--- src/common/rf_pkg.sv ---
package rf_pkg;

    // GPIO word layout: strobe in bit 31, address below it, data at the bottom
    localparam int NB_GPIO        = 32;
    localparam int NB_ADDR        = 9;
    localparam int NB_I_DATA      = 22;

    localparam int N_LANES        = 4;
    localparam int NB_BLOCK       = 64;

    // Breaker and checker counters
    localparam int NB_BURST_CNT   = 10;
    localparam int NB_PERIOD_CNT  = 10;
    localparam int NB_REPEAT_CNT  = 4;
    localparam int NB_BLK_ERR_CNT = 16;
    localparam int NB_BIT_ERR_CNT = 22;
    localparam int NB_POP_CNT     = $clog2(NB_BLOCK + 1);

    // Mask arrives in three slices, low slice first
    localparam int NB_MASK_LO     = 22;
    localparam int NB_MASK_MID    = 22;
    localparam int NB_MASK_HI     = 20;

    localparam logic [NB_BLOCK-1:0] LFSR_SEED = 64'hace1_5a3c_0f96_2d71;

    // Write space
    localparam logic [NB_ADDR-1:0] ADDR_LANE_ENABLE = 9'h000;
    localparam logic [NB_ADDR-1:0] ADDR_MASK_LO     = 9'h010;
    localparam logic [NB_ADDR-1:0] ADDR_MASK_MID    = 9'h011;
    localparam logic [NB_ADDR-1:0] ADDR_MASK_HI     = 9'h012;
    localparam logic [NB_ADDR-1:0] ADDR_BURST       = 9'h020;
    localparam logic [NB_ADDR-1:0] ADDR_PERIOD      = 9'h021;
    localparam logic [NB_ADDR-1:0] ADDR_MODE        = 9'h022;
    localparam logic [NB_ADDR-1:0] ADDR_UPDATE      = 9'h030;

    // Read space, everything from the block counters up
    localparam logic [NB_ADDR-1:0] ADDR_RD_BLK_ERR  = 9'h100;
    localparam logic [NB_ADDR-1:0] ADDR_RD_BIT_ERR  = 9'h110;
    localparam logic [NB_ADDR-1:0] ADDR_RD_STATUS   = 9'h120;

    typedef enum logic [1:0] {
        ERR_OFF    = 2'd0,
        ERR_CONT   = 2'd1,
        ERR_REPEAT = 2'd2
    } err_mode_e;

    typedef enum logic [1:0] {
        BRK_IDLE,
        BRK_BURST,
        BRK_GAP
    } breaker_state_e;

    typedef struct packed {
        logic                 strobe;
        logic [NB_ADDR-1:0]   addr;
        logic [NB_I_DATA-1:0] data;
    } rf_cmd_t;

    typedef struct packed {
        err_mode_e                mode;
        logic [NB_BLOCK-1:0]      mask;
        logic [NB_BURST_CNT-1:0]  burst;
        logic [NB_PERIOD_CNT-1:0] period;
        logic [NB_REPEAT_CNT-1:0] repeat_cnt;
    } breaker_cfg_t;

    typedef struct packed {
        logic                      busy;
        logic [NB_BLK_ERR_CNT-1:0] blk_err_cnt;
        logic [NB_BIT_ERR_CNT-1:0] bit_err_cnt;
    } lane_status_t;

endpackage
--- src/design/rf_toplevel.sv ---
module rf_toplevel (
    input  logic                       i_fpga_clock,
    input  logic                       i_rst,
    input  logic [rf_pkg::NB_GPIO-1:0] i_gpio_data,
    output logic [rf_pkg::NB_GPIO-1:0] o_gpio_data
);

    import rf_pkg::*;

    rf_cmd_t                    cmd;
    breaker_cfg_t               cfg;
    logic [N_LANES-1:0]         lane_enable;
    logic [N_LANES-1:0]         lane_update;
    logic [N_LANES-1:0]         lane_clear;
    lane_status_t [N_LANES-1:0] lane_status;

    rf_write u_rf_write (
        .i_fpga_clock  (i_fpga_clock),
        .i_rst         (i_rst),
        .i_gpio_data   (i_gpio_data),
        .o_cmd         (cmd),
        .o_cfg         (cfg),
        .o_lane_enable (lane_enable),
        .o_update      (lane_update)
    );

    // One channel per lane, configuration shared
    for (genvar l = 0; l < N_LANES; l++) begin : gen_lane
        lane_channel u_lane_channel (
            .i_fpga_clock (i_fpga_clock),
            .i_rst        (i_rst),
            .i_enable     (lane_enable[l]),
            .i_update     (lane_update[l]),
            .i_cfg        (cfg),
            .i_clear      (lane_clear[l]),
            .o_status     (lane_status[l])
        );
    end

    rf_read_mux u_rf_read_mux (
        .i_fpga_clock  (i_fpga_clock),
        .i_rst         (i_rst),
        .i_cmd         (cmd),
        .i_status      (lane_status),
        .i_lane_enable (lane_enable),
        .o_clear       (lane_clear),
        .o_gpio_data   (o_gpio_data)
    );

endmodule

--- src/design/rf_read_mux.sv ---
module rf_read_mux (
    input  logic                                      i_fpga_clock,
    input  logic                                      i_rst,
    input  rf_pkg::rf_cmd_t                           i_cmd,
    input  rf_pkg::lane_status_t [rf_pkg::N_LANES-1:0] i_status,
    input  logic [rf_pkg::N_LANES-1:0]                i_lane_enable,
    output logic [rf_pkg::N_LANES-1:0]                o_clear,
    output logic [rf_pkg::NB_GPIO-1:0]                o_gpio_data
);

    import rf_pkg::*;

    logic               rd_space;
    logic [NB_GPIO-1:0] rd_value;
    logic [N_LANES-1:0] rd_clear;
    logic [N_LANES-1:0] busy_vec;

    // Everything from the first counter address up is read space
    assign rd_space = i_cmd.strobe && (i_cmd.addr >= ADDR_RD_BLK_ERR);

    always_comb begin
        for (int l = 0; l < N_LANES; l++) begin
            busy_vec[l] = i_status[l].busy;
        end
    end

    // Unmapped read-space addresses fall through to zero
    always_comb begin
        rd_value = '0;
        rd_clear = '0;
        for (int l = 0; l < N_LANES; l++) begin
            if (i_cmd.addr == ADDR_RD_BLK_ERR + NB_ADDR'(l)) begin
                rd_value    = NB_GPIO'(i_status[l].blk_err_cnt);
                rd_clear[l] = 1'b1;
            end
            if (i_cmd.addr == ADDR_RD_BIT_ERR + NB_ADDR'(l)) begin
                rd_value    = NB_GPIO'(i_status[l].bit_err_cnt);
                rd_clear[l] = 1'b1;
            end
        end
        // Busy bits low, enables above them
        if (i_cmd.addr == ADDR_RD_STATUS) begin
            rd_value = NB_GPIO'({i_lane_enable, busy_vec});
        end
    end

    // Read data holds until the next read, clear is a one-cycle pulse
    always_ff @(posedge i_fpga_clock) begin
        if (i_rst) begin
            o_gpio_data <= '0;
            o_clear     <= '0;
        end else begin
            o_clear <= rd_space ? rd_clear : '0;
            if (rd_space) begin
                o_gpio_data <= rd_value;
            end
        end
    end

endmodule

--- src/lane/lane_channel.sv ---
module lane_channel (
    input  logic                 i_fpga_clock,
    input  logic                 i_rst,
    input  logic                 i_enable,
    input  logic                 i_update,
    input  rf_pkg::breaker_cfg_t i_cfg,
    input  logic                 i_clear,
    output rf_pkg::lane_status_t o_status
);

    import rf_pkg::*;

    logic [NB_BLOCK-1:0]       lfsr_q;
    logic                      lfsr_fb;
    breaker_cfg_t              cfg_q;
    breaker_state_e            state_q;
    logic [NB_PERIOD_CNT-1:0]  blk_cnt_q;
    logic [NB_REPEAT_CNT-1:0]  rpt_cnt_q;
    logic [NB_PERIOD_CNT:0]    blk_next;
    logic                      burst_end;
    logic                      period_end;
    logic                      last_period;
    logic                      corrupt;
    logic [NB_BLOCK-1:0]       tx_block;
    logic [NB_BLOCK-1:0]       diff;
    logic [NB_POP_CNT-1:0]     diff_ones;
    logic [NB_BLK_ERR_CNT-1:0] blk_err_q;
    logic [NB_BIT_ERR_CNT-1:0] bit_err_q;
    logic [NB_BLK_ERR_CNT-1:0] blk_err_base;
    logic [NB_BIT_ERR_CNT-1:0] bit_err_base;
    logic [NB_BIT_ERR_CNT:0]   bit_err_sum;

    // Payload generator, x^64 + x^63 + x^61 + x^60 + 1
    assign lfsr_fb = lfsr_q[63] ^ lfsr_q[62] ^ lfsr_q[60] ^ lfsr_q[59];

    always_ff @(posedge i_fpga_clock) begin
        if (i_rst) begin
            lfsr_q <= LFSR_SEED;
        end else if (i_enable) begin
            lfsr_q <= {lfsr_q[NB_BLOCK-2:0], lfsr_fb};
        end
    end

    // Position inside the current period, counted from the burst start
    assign blk_next    = {1'b0, blk_cnt_q} + 1'b1;
    assign burst_end   = blk_next >= {1'b0, cfg_q.burst};
    assign period_end  = blk_next >= {1'b0, cfg_q.period};
    assign last_period = (cfg_q.mode != ERR_CONT) &&
                         (({1'b0, rpt_cnt_q} + 1'b1) >= {1'b0, cfg_q.repeat_cnt});

    // Breaker FSM, one step per enabled block
    always_ff @(posedge i_fpga_clock) begin
        if (i_rst) begin
            cfg_q     <= '0;
            state_q   <= BRK_IDLE;
            blk_cnt_q <= '0;
            rpt_cnt_q <= '0;
        end else if (i_update) begin
            cfg_q     <= i_cfg;
            blk_cnt_q <= '0;
            rpt_cnt_q <= '0;
            if (i_cfg.mode == ERR_CONT || i_cfg.mode == ERR_REPEAT) begin
                state_q <= BRK_BURST;
            end else begin
                state_q <= BRK_IDLE;
            end
        end else if (i_enable && state_q != BRK_IDLE) begin
            if (period_end) begin
                blk_cnt_q <= '0;
                rpt_cnt_q <= rpt_cnt_q + 1'b1;
                state_q   <= last_period ? BRK_IDLE : BRK_BURST;
            end else begin
                blk_cnt_q <= blk_next[NB_PERIOD_CNT-1:0];
                if (state_q == BRK_BURST && burst_end) begin
                    state_q <= BRK_GAP;
                end
            end
        end
    end

    assign corrupt  = i_enable && (state_q == BRK_BURST);
    assign tx_block = lfsr_q ^ (corrupt ? cfg_q.mask : '0);

    // Checker against the clean block
    assign diff = tx_block ^ lfsr_q;

    always_comb begin
        diff_ones = '0;
        for (int i = 0; i < NB_BLOCK; i++) begin
            diff_ones = diff_ones + NB_POP_CNT'(diff[i]);
        end
    end

    // A clear lands together with the error of the same cycle
    assign blk_err_base = i_clear ? '0 : blk_err_q;
    assign bit_err_base = i_clear ? '0 : bit_err_q;
    assign bit_err_sum  = {1'b0, bit_err_base} + (NB_BIT_ERR_CNT+1)'(diff_ones);

    always_ff @(posedge i_fpga_clock) begin
        if (i_rst) begin
            blk_err_q <= '0;
            bit_err_q <= '0;
        end else if (i_enable && diff != '0) begin
            // Both counters saturate
            blk_err_q <= (&blk_err_base) ? blk_err_base : blk_err_base + 1'b1;
            bit_err_q <= bit_err_sum[NB_BIT_ERR_CNT] ? '1 : bit_err_sum[NB_BIT_ERR_CNT-1:0];
        end else if (i_clear) begin
            blk_err_q <= '0;
            bit_err_q <= '0;
        end
    end

    assign o_status.busy        = (state_q != BRK_IDLE);
    assign o_status.blk_err_cnt = blk_err_q;
    assign o_status.bit_err_cnt = bit_err_q;

endmodule

--- src/design/rf_write.sv ---
module rf_write (
    input  logic                       i_fpga_clock,
    input  logic                       i_rst,
    input  logic [rf_pkg::NB_GPIO-1:0] i_gpio_data,
    output rf_pkg::rf_cmd_t            o_cmd,
    output rf_pkg::breaker_cfg_t       o_cfg,
    output logic [rf_pkg::N_LANES-1:0] o_lane_enable,
    output logic [rf_pkg::N_LANES-1:0] o_update
);

    import rf_pkg::*;

    logic [NB_GPIO-1:0] gpio_q;
    logic               strobe_q;
    rf_cmd_t            cmd_q;
    breaker_cfg_t       cfg_q;
    logic [N_LANES-1:0] lane_enable_q;
    logic [N_LANES-1:0] update_q;

    // Input register plus one sample of history for the strobe edge.
    // Both start high so a strobe already up at reset release is ignored
    always_ff @(posedge i_fpga_clock) begin
        if (i_rst) begin
            gpio_q   <= {1'b1, {(NB_GPIO-1){1'b0}}};
            strobe_q <= 1'b1;
        end else begin
            gpio_q   <= i_gpio_data;
            strobe_q <= gpio_q[NB_GPIO-1];
        end
    end

    // Command register, strobe is a single-cycle pulse
    always_ff @(posedge i_fpga_clock) begin
        cmd_q.addr <= gpio_q[NB_GPIO-2 -: NB_ADDR];
        cmd_q.data <= gpio_q[NB_I_DATA-1:0];
        if (i_rst) begin
            cmd_q.strobe <= 1'b0;
        end else begin
            cmd_q.strobe <= gpio_q[NB_GPIO-1] & ~strobe_q;
        end
    end

    // Write-space decode
    always_ff @(posedge i_fpga_clock) begin
        if (i_rst) begin
            cfg_q         <= '0;
            lane_enable_q <= '0;
            update_q      <= '0;
        end else begin
            update_q <= '0;
            if (cmd_q.strobe) begin
                case (cmd_q.addr)
                    ADDR_LANE_ENABLE: lane_enable_q <= cmd_q.data[N_LANES-1:0];
                    ADDR_MASK_LO: cfg_q.mask[NB_MASK_LO-1:0] <= cmd_q.data[NB_MASK_LO-1:0];
                    ADDR_MASK_MID: begin
                        cfg_q.mask[NB_MASK_LO +: NB_MASK_MID] <= cmd_q.data[NB_MASK_MID-1:0];
                    end
                    ADDR_MASK_HI: begin
                        cfg_q.mask[NB_BLOCK-1 -: NB_MASK_HI] <= cmd_q.data[NB_MASK_HI-1:0];
                    end
                    ADDR_BURST:  cfg_q.burst  <= cmd_q.data[NB_BURST_CNT-1:0];
                    ADDR_PERIOD: cfg_q.period <= cmd_q.data[NB_PERIOD_CNT-1:0];
                    ADDR_MODE: begin
                        cfg_q.repeat_cnt <= cmd_q.data[NB_REPEAT_CNT-1:0];
                        cfg_q.mode <= err_mode_e'(cmd_q.data[NB_REPEAT_CNT +: $bits(err_mode_e)]);
                    end
                    // One pulse per lane bit set in the data
                    ADDR_UPDATE: update_q <= cmd_q.data[N_LANES-1:0];
                    default: ;
                endcase
            end
        end
    end

    assign o_cmd         = cmd_q;
    assign o_cfg         = cfg_q;
    assign o_lane_enable = lane_enable_q;
    assign o_update      = update_q;

endmodule

--- config.mk ---
export PLATFORM = sky130hd
export DESIGN_NAME = rf_toplevel
export DESIGN_NICKNAME = d
export VERILOG_FILES = /design/src/common/rf_pkg.sv /design/src/design/rf_toplevel.sv /design/src/design/rf_read_mux.sv /design/src/lane/lane_channel.sv /design/src/design/rf_write.sv
export SDC_FILE = /design/constraint.sdc
export NUM_CORES = 2
export LEC_CHECK = 0
export BUFFER_PORTS_ARGS = -buffer_cell sky130_fd_sc_hd__buf_2
export CAP_MARGIN = 20
export CORE_UTILIZATION = 60
export CTS_CLUSTER_DIAMETER = 50
export DETAILED_ROUTE_END_ITERATION = 12
export GPL_TIMING_DRIVEN = 1
export PLACE_DENSITY = 0.8
export SETUP_SLACK_MARGIN = 0.15
export SYNTH_ARGS = -nofsm -noshare
export SYNTH_HDL_FRONTEND = slang
export SYNTH_SLANG_ARGS = --single-unit
--- constraint.sdc ---
create_clock -name i_fpga_clock -period 11.85 [get_ports i_fpga_clock]
set_clock_uncertainty 0.2 [all_clocks]
set_input_delay 2.37 -clock i_fpga_clock [delete_from_list [all_inputs] [get_ports i_fpga_clock]]
set_output_delay 2.37 -clock i_fpga_clock [all_outputs]
set_load 0.05 [all_outputs]
## After elaboration in Yosys (flattened, before gate mapping)

Cells that the tools add are included.

| cells by class | value |
|---|---|
| add/subtract/negate cells | 272 |
| magnitude comparators | 13 |
| equality and inequality tests | 26 |
| multiplexer cells | 70 |
| bitwise operators | 25 |
| reduce and logical (&&, ||, !) cells | 64 |

Operators by type and width:

| kind | count |
|---|---|
| adder 7 x 1 -> 7 bit | 248 |
| XOR 64 bit | 8 |
| two-way mux 22 bit | 20 |
| two-way mux 64 bit | 4 |
| nonzero test 64 bit | 4 |
| two-way mux 16 bit | 13 |
| adder 22 x 7 -> 23 bit | 4 |
| greater-or-equal comparator 11 x 10 -> 1 bit | 8 |
| == test 9 bit (second input constant) | 9 |
| adder 16 x 1 -> 16 bit (second input constant) | 4 |
| AND reduction 16 bit | 4 |
| adder 10 x 1 -> 11 bit (second input constant) | 4 |
| two-way mux 10 bit | 4 |
| == test 9 x 6 -> 1 bit (second input constant) | 4 |
| two-way mux 2 bit | 16 |
| AND reduction 2 bit | 15 |
| == test 9 x 5 -> 1 bit (second input constant) | 3 |
| logical AND 1 bit | 21 |
| adder 4 x 1 -> 5 bit (second input constant) | 4 |
| greater-or-equal comparator 5 x 4 -> 1 bit | 4 |
| adder 4 x 1 -> 4 bit (second input constant) | 4 |
| nonzero test 2 bit | 8 |
| two-way mux 1 bit | 13 |
| nonzero test 3 bit | 4 |
| 12 further kinds | 40 |

| storage, ports and cells | value |
|---|---|
| register bits after elaboration | 1031 |
| output and inout bits | 32 |
| logic and storage cells | 530 |

## Depth between registers and ports, before layout

| logic depth | value |
|---|---|
| depth after elaboration | 71 |
| gate-level depth with buffers | 34 |
| depth with buffers taken out | 31 |

## By module

Synthesis repeated with hierarchy kept, for this count alone.

| second synthesis, totals | value |
|---|---|
| cells, all modules | 4656 |
| area total of the unflattened synthesis | 43615.6 sq um |

By module, submodules not included:

| module | instances | cells an instance | area each (sq um) | sequential area each (sq um) |
|---|---|---|---|---|
| lane_channel at gen_lane[2].u_lane_channel | 1 | 996 | 9026.2 | 2882.8 |
| lane_channel at gen_lane[0].u_lane_channel | 1 | 978 | 8983.6 | 2882.8 |
| lane_channel at gen_lane[3].u_lane_channel | 1 | 965 | 8873.5 | 2882.8 |
| lane_channel at gen_lane[1].u_lane_channel | 1 | 953 | 8832.2 | 2882.8 |
| rf_write | 1 | 452 | 5455.2 | 3263.1 |
| rf_read_mux | 1 | 312 | 2444.8 | 520.5 |

## Least setup slack after synthesis

No wires, ideal clock.

| timing | value |
|---|---|
| kind | flip-flop to flip-flop |
| start point | register gen_lane[0].u_lane_channel.state_q[0] |
| end point | register gen_lane[0].u_lane_channel.bit_err_q[10] |
| arrival | 8.362 ns |
| data required time | 11.580 ns |
| path slack | 3.218 ns |
| cell stages (with the launch flop) | 31 |
| cells stage by stage | dfxtp_1 > and3b_1 > clkbuf_1 > clkbuf_1 > nand2_1 > ha_1 > fa_1 > fa_1 > fa_1 > fa_1 > fa_1 > fa_1 > fa_1 > fa_1 > fa_1 > fa_1 > a21oi_1 > nor2_1 > nor2_1 > nor2b_1 > o21ai_0 > nand2b_1 > ha_1 > nor2_1 > nor2_1 > o41ai_1 > or4b_1 > buf_2 > or2_4 > buf_6 > o21ai_2 |

| on the way | value |
|---|---|
| cells in the longest elaborated chain, start to end | 71 |
| elaborated cells between the ends (all ways) | 73 |
| classes of those cells | add/sub: 64; eq/ne: 1; mux: 3; bitwise: 2; reduce/logical: 3 |

Ends and longest elaborated chain:

| element | line | source |
|---|---|---|
| start: declaration | lane_channel.sv:16 | `breaker_state_e state_q;` |
| start signal: assignment | lane_channel.sv:71 | `state_q <= last_period ? BRK_IDLE : BRK_BURST;` |
| == test 2 x 1 -> 1 bit (*) | lane_channel.sv:81 | `assign corrupt = i_enable && (state_q == BRK_BURST);` |
| logical AND 1 bit (*) | lane_channel.sv:81 |  |
| two-way mux 64 bit (*) | lane_channel.sv:82 | `assign tx_block = lfsr_q ^ (corrupt ? cfg_q.mask : '0);` |
| XOR 64 bit (*) | lane_channel.sv:82 |  |
| XOR 64 bit (*) | lane_channel.sv:85 | `assign diff = tx_block ^ lfsr_q;` |
| adder 1 x 1 -> 2 bit | lane_channel.sv:90 | `diff_ones = diff_ones + NB_POP_CNT'(diff[i]);` |
| adder 7 x 1 -> 7 bit (62 in series) | lane_channel.sv:90 |  |
| adder 22 x 7 -> 23 bit | lane_channel.sv:97 | `assign bit_err_sum = {1'b0, bit_err_base} + (NB_BIT_ERR_CNT+1)'(diff_ones);` |
| two-way mux 22 bit | lane_channel.sv:106 | `bit_err_q <= bit_err_sum[NB_BIT_ERR_CNT] ? '1 : bit_err_sum[NB_BIT_ERR_CNT-1:0];` |
| two-way mux 22 bit (*) | lane_channel.sv:103 | `end else if (i_enable && diff != '0) begin` |
| end signal: assignment | lane_channel.sv:106 |  |
| end: declaration | lane_channel.sv:28 | `logic [NB_BIT_ERR_CNT-1:0] bit_err_q;` |

Every way passes the cells marked *; elsewhere a longest branch is shown, timed or not.
A chain may end at the register's enable or synchronous reset.

## Worst setup path after layout

| timing | value |
|---|---|
| start point | register u_rf_write.lane_enable_q[2], in the netlist u_rf_write.o_lane_enable[2] |
| end point | register gen_lane[2].u_lane_channel.bit_err_q[17] |

| on the way | value |
|---|---|
| cells in the longest elaborated chain, start to end | 70 |
| elaborated cells between the ends (all ways) | 72 |
| classes of those cells | add/sub: 64; mux: 3; bitwise: 2; reduce/logical: 3 |

Ends and longest elaborated chain:

| element | line | source |
|---|---|---|
| start: declaration | rf_write.sv:17 | `logic [N_LANES-1:0] lane_enable_q;` |
| start signal: assignment | rf_write.sv:53 | `ADDR_LANE_ENABLE: lane_enable_q <= cmd_q.data[N_LANES-1:0];` |
| logical AND 1 bit | lane_channel.sv:81 |  |
| two-way mux 64 bit | lane_channel.sv:82 |  |
| XOR 64 bit | lane_channel.sv:82 |  |
| XOR 64 bit | lane_channel.sv:85 |  |
| adder 1 x 1 -> 2 bit | lane_channel.sv:90 |  |
| adder 7 x 1 -> 7 bit (62 in series) | lane_channel.sv:90 |  |
| adder 22 x 7 -> 23 bit | lane_channel.sv:97 |  |
| two-way mux 22 bit | lane_channel.sv:106 |  |
| two-way mux 22 bit (*) | lane_channel.sv:103 |  |
| end signal: assignment | lane_channel.sv:106 |  |
| end: declaration | lane_channel.sv:28 |  |

Marks and branches as above.

==> impl_metrics.csv <==
group,metric,value,unit
cts,later_pin_clock_latency_in_the_skew_report,650,ps
min_path,min_from,"u_rf_write.gpio_q[21]",
setup_path,worstSetupStartpoint,"u_rf_write.o_lane_enable[2]",
timing,min_cycle_time_layout,9920,ps
global_routing,number_of_antenna_violations_at_the_first_check_in_global_routing,1,
status,outcome,"finished clean",
synthesis,number_of_synthesized_flops_with_an_enable_pin,0,
power,fin_total_pwr,5.58,mW
global_routing,grt_overflow,0,
cts,cts-resized-gates,0,
setup_path,r2r_path_start,"u_rf_write.o_lane_enable[2]",
die,floorplan.initialDensity,0.611,
setup_path,worst-endpoint-arrival,10180,ps
setup_path,timing.critical_path.from_type,"flop",
global_routing,grt_max_degree,243,
timing,final_min_period_over_clock_period,0.837,
setup_path,cp_common_cell,"fa_1",
timing,setup-tns-final,0,ps
place,detailedPlacementHpwl,82900,microns
timing,timing.final.hold_violations,0,
synthesis,async_reset_ff_frac,0,
timing,worst_slew_pin_slew,1160,ps
cells_and_area,fill_cells,5365,
place,portBuffers,55,
route,vias_per_cell,5.95,
cts,path_clk_slew,60,ps
timing,setup_viol,0,
place,place_congestion,0.932,
die,dieHeight,267,microns
timing,fmaxAchievable,0.101,GHz
setup_path,timing.setup.critical_path_class,"flop to flop",
die,core.rowCount,96,
cells_and_area,seqCellArea,0.0153,sq mm
route,route.final.wire_length,113000,microns
cells_and_area,multiInputGateArea,0.0248,sq mm
route,drtAntennaViolNets,0,
synthesis,synthCells,4637,
die,die_x,267,microns
die,fp.coreArea,0.0691,sq mm
cts,clockBufferDepth,3,
setup_path,critical-path-max-stage-delay,800,ps
synthesis,yosys-top-cells-area,"dfxtp_1 36%, fa_1 10%, mux2i_1 9.0%, ha_1 6.1%, nor2_1 5.0%",
place,post-place-cells,5405,
setup_path,cp_data_required_time,12120,ps
setup_path,critical_path.slowest_cell,"o2111ai_1",
cts,cts.root.buffer_cell,"clkbuf_16",
power,irDropWorstVdd,133,uV
route,drt_pass1_iterations,7,
synthesis,syn-cell-area,0.0422,sq mm
place,placed_area,0.0429,sq mm
cts,cts_buffers,85,
cells_and_area,fin_area,0.0461,sq mm
cells_and_area,nets_final,5024,
cells_and_area,final_util,0.668,
synthesis,ys_seq_area_frac,0.363,
cts,cts.hold.buffers_added,0,
place,setup_ws_pre_cts,1940,ps
power,p_leak,18.5,nW
route,drt-initial-drc-count,3319,
cts,tritoncts,"yes",
synthesis,post-synth-top-area-fraction,0.363,
timing,slew_violations,0,
route,drc_errors,0,
global_routing,grt_first_pass_wirelength,177000,microns
cells_and_area,layoutNonFillerInstCount,5569,
timing,grt_setup_unrepaired,"false",
setup_path,cp-end-kind,"flop",
cells_and_area,antenna-diode-count,0,
timing,fin_hold_ws,121,ps
cells_and_area,drive_gt1_frac,0.0636,
cts,cts_max_level,3,
synthesis,most_frequently_used_flop_master_after_synthesis,"dfxtp_1",
synthesis,avgSynthCellArea,9.10,sq um
synthesis,yosys_warnings,0,
global_routing,grt_use_total,0.319,
route,avgRoutedWirePerCell,20.3,microns
flow_run,drv.max_cap_violation_count,0,
setup_path,critical_path.max_fanout,57,
die,ioPinCount,66,
cts,post-cts-setup-buffer-count,0,
die,design.die.area,0.0714,sq mm
synthesis,yosys.cell_types.count,90,
synthesis,ys_seq_elements,765,
min_path,min-delay-path-class,"flop to flop",
timing,worst_slack,1930,ps
global_routing,number_of_global_route_vias_before_repair,31800,
power,cell_pwr_density,121,mW/mm^2
cells_and_area,area_growth,9.33,%
cts,tritoncts_num_sinks,765,
route,routed_vias,33100,
synthesis,netlist.top_cell.by_area,"dfxtp_1",
timing,worst_slew_margin_rel,0.229,
## cell usage in the layout, fill, tap and decap left out, types with 15 or more instances in the layout
cell       instances
nand4_1           68
o21a_1            15
a22oi_1           32
nor4_1            73
nand2b_1          43
xor2_1            77
and3_1            45
inv_1            301
buf_4             30
a311oi_1          29
o21ai_0          113
nand3_1          113
nor3_1            30
nand2_1          365
nor2b_1          104
xnor2_1           98
buf_2             55
a21o_1            19
clkbuf_16         87
ha_1             204
a21oi_1          211
fa_1             220
and2_1           215
o22ai_1           15
a211oi_1          24
dfxtp_1          761
nor2_1           558
o211ai_1          20
mux2i_1          380
clkbuf_1          15
## synth_stat cells (12+ instances only)
master / instances
fa_1: 220
o211ai_1: 20
ha_1: 204
and3_1: 46
clkbuf_1: 201
nor4_1: 74
a31oi_1: 12
xnor2_1: 98
buf_1: 34
o21ai_0: 113
a21o_1: 19
xor2_1: 77
and2_1: 214
a21oi_1: 211
o22ai_1: 15
or3_1: 13
nand2_1: 365
nor3b_1: 12
nor2b_1: 104
o21a_1: 15
a22oi_1: 32
nand2b_1: 43
nand3_1: 113
dfxtp_1: 765
a311oi_1: 29
nor2_1: 561
nand3b_1: 13
nand4_1: 68
inv_1: 301
or4_1: 14
a211oi_1: 24
nor3_1: 30
or2_2: 12
mux2i_1: 380
## worst paths after layout
check / cells past startpoint / end / slack (ps)
setup / recovery: 25 / gen_lane[2].u_lane_channel.bit_err_q[17] / 1930
hold / removal: 0 / u_rf_write.o_cmd[21] / 120
setup reg to reg: 25 / gen_lane[2].u_lane_channel.bit_err_q[17] / 1930
hold reg to reg: 0 / u_rf_write.o_cmd[21] / 120
## worst max-delay path, delay by kind of cell, from the launching register on
family,cells,cell delay (ps)
compound gates,7,1920
simple gates,5,1240
flops,1,550
buf+inv,1,450
fa+ha+maj,12,5360
## logic make-up (layout without fill, tap and decap cells)
kind of cell	Yosys count	in the layout	share of synthesized area
AOI/OAI and AO/OA	588	588	0.0883
xor gates and xnor gates	175	175	0.0363
adders and majority gates	424	424	0.165
buffers and inverters	561	553	0.0514
DFF	765	765	0.363
muxes	382	382	0.0907
other	1	10	0.0000889
and+or+nand+nor	1741	1741	0.205
## per-layer routing
layer	up-vias	track usage	part of all wire
met1	16000	0.424	0.41
met3	282	0.0603	0.087
met2	1333	0.502	0.45
met4	2	0.146	0.047
met5	-	0	0.00013
li1	15500	-	-
## state kept, by name (all words and copies together) (netlist names)
name                               count
gen_lane.u_lane_channel.cfg_q        360
u_rf_write.o_cfg                      90
gen_lane.u_lane_channel.bit_err_q     88
gen_lane.u_lane_channel.blk_err_q     64
gen_lane.u_lane_channel.blk_cnt_q     40
u_rf_write.gpio_q                     32
u_rf_write.o_cmd                      32
u_rf_read_mux.o_gpio_data             22
gen_lane.u_lane_channel.rpt_cnt_q     16
gen_lane.u_lane_channel.state_q        8
u_rf_read_mux.o_clear                  4
u_rf_write.o_lane_enable               4
u_rf_write.o_update                    4
u_rf_write.strobe_q                    1
## power breakdown
part | switching [mW] | internal, mW
Clock | 1.15 | 1.75
Combinational | 0.0642 | 0.0158
Sequential | 0.0215 | 2.58
## layout make-up
class,instances,area share
flip-flops and latches,765,0.332
clock buffers,113,0.0517
repair buffers,91,0.0131
well taps,931,0.0253
multi-input cells,3320,0.537
clock inverters,46,0.0159
inverters,303,0.0247
Note: power is estimated with default switching activity, not from simulation.
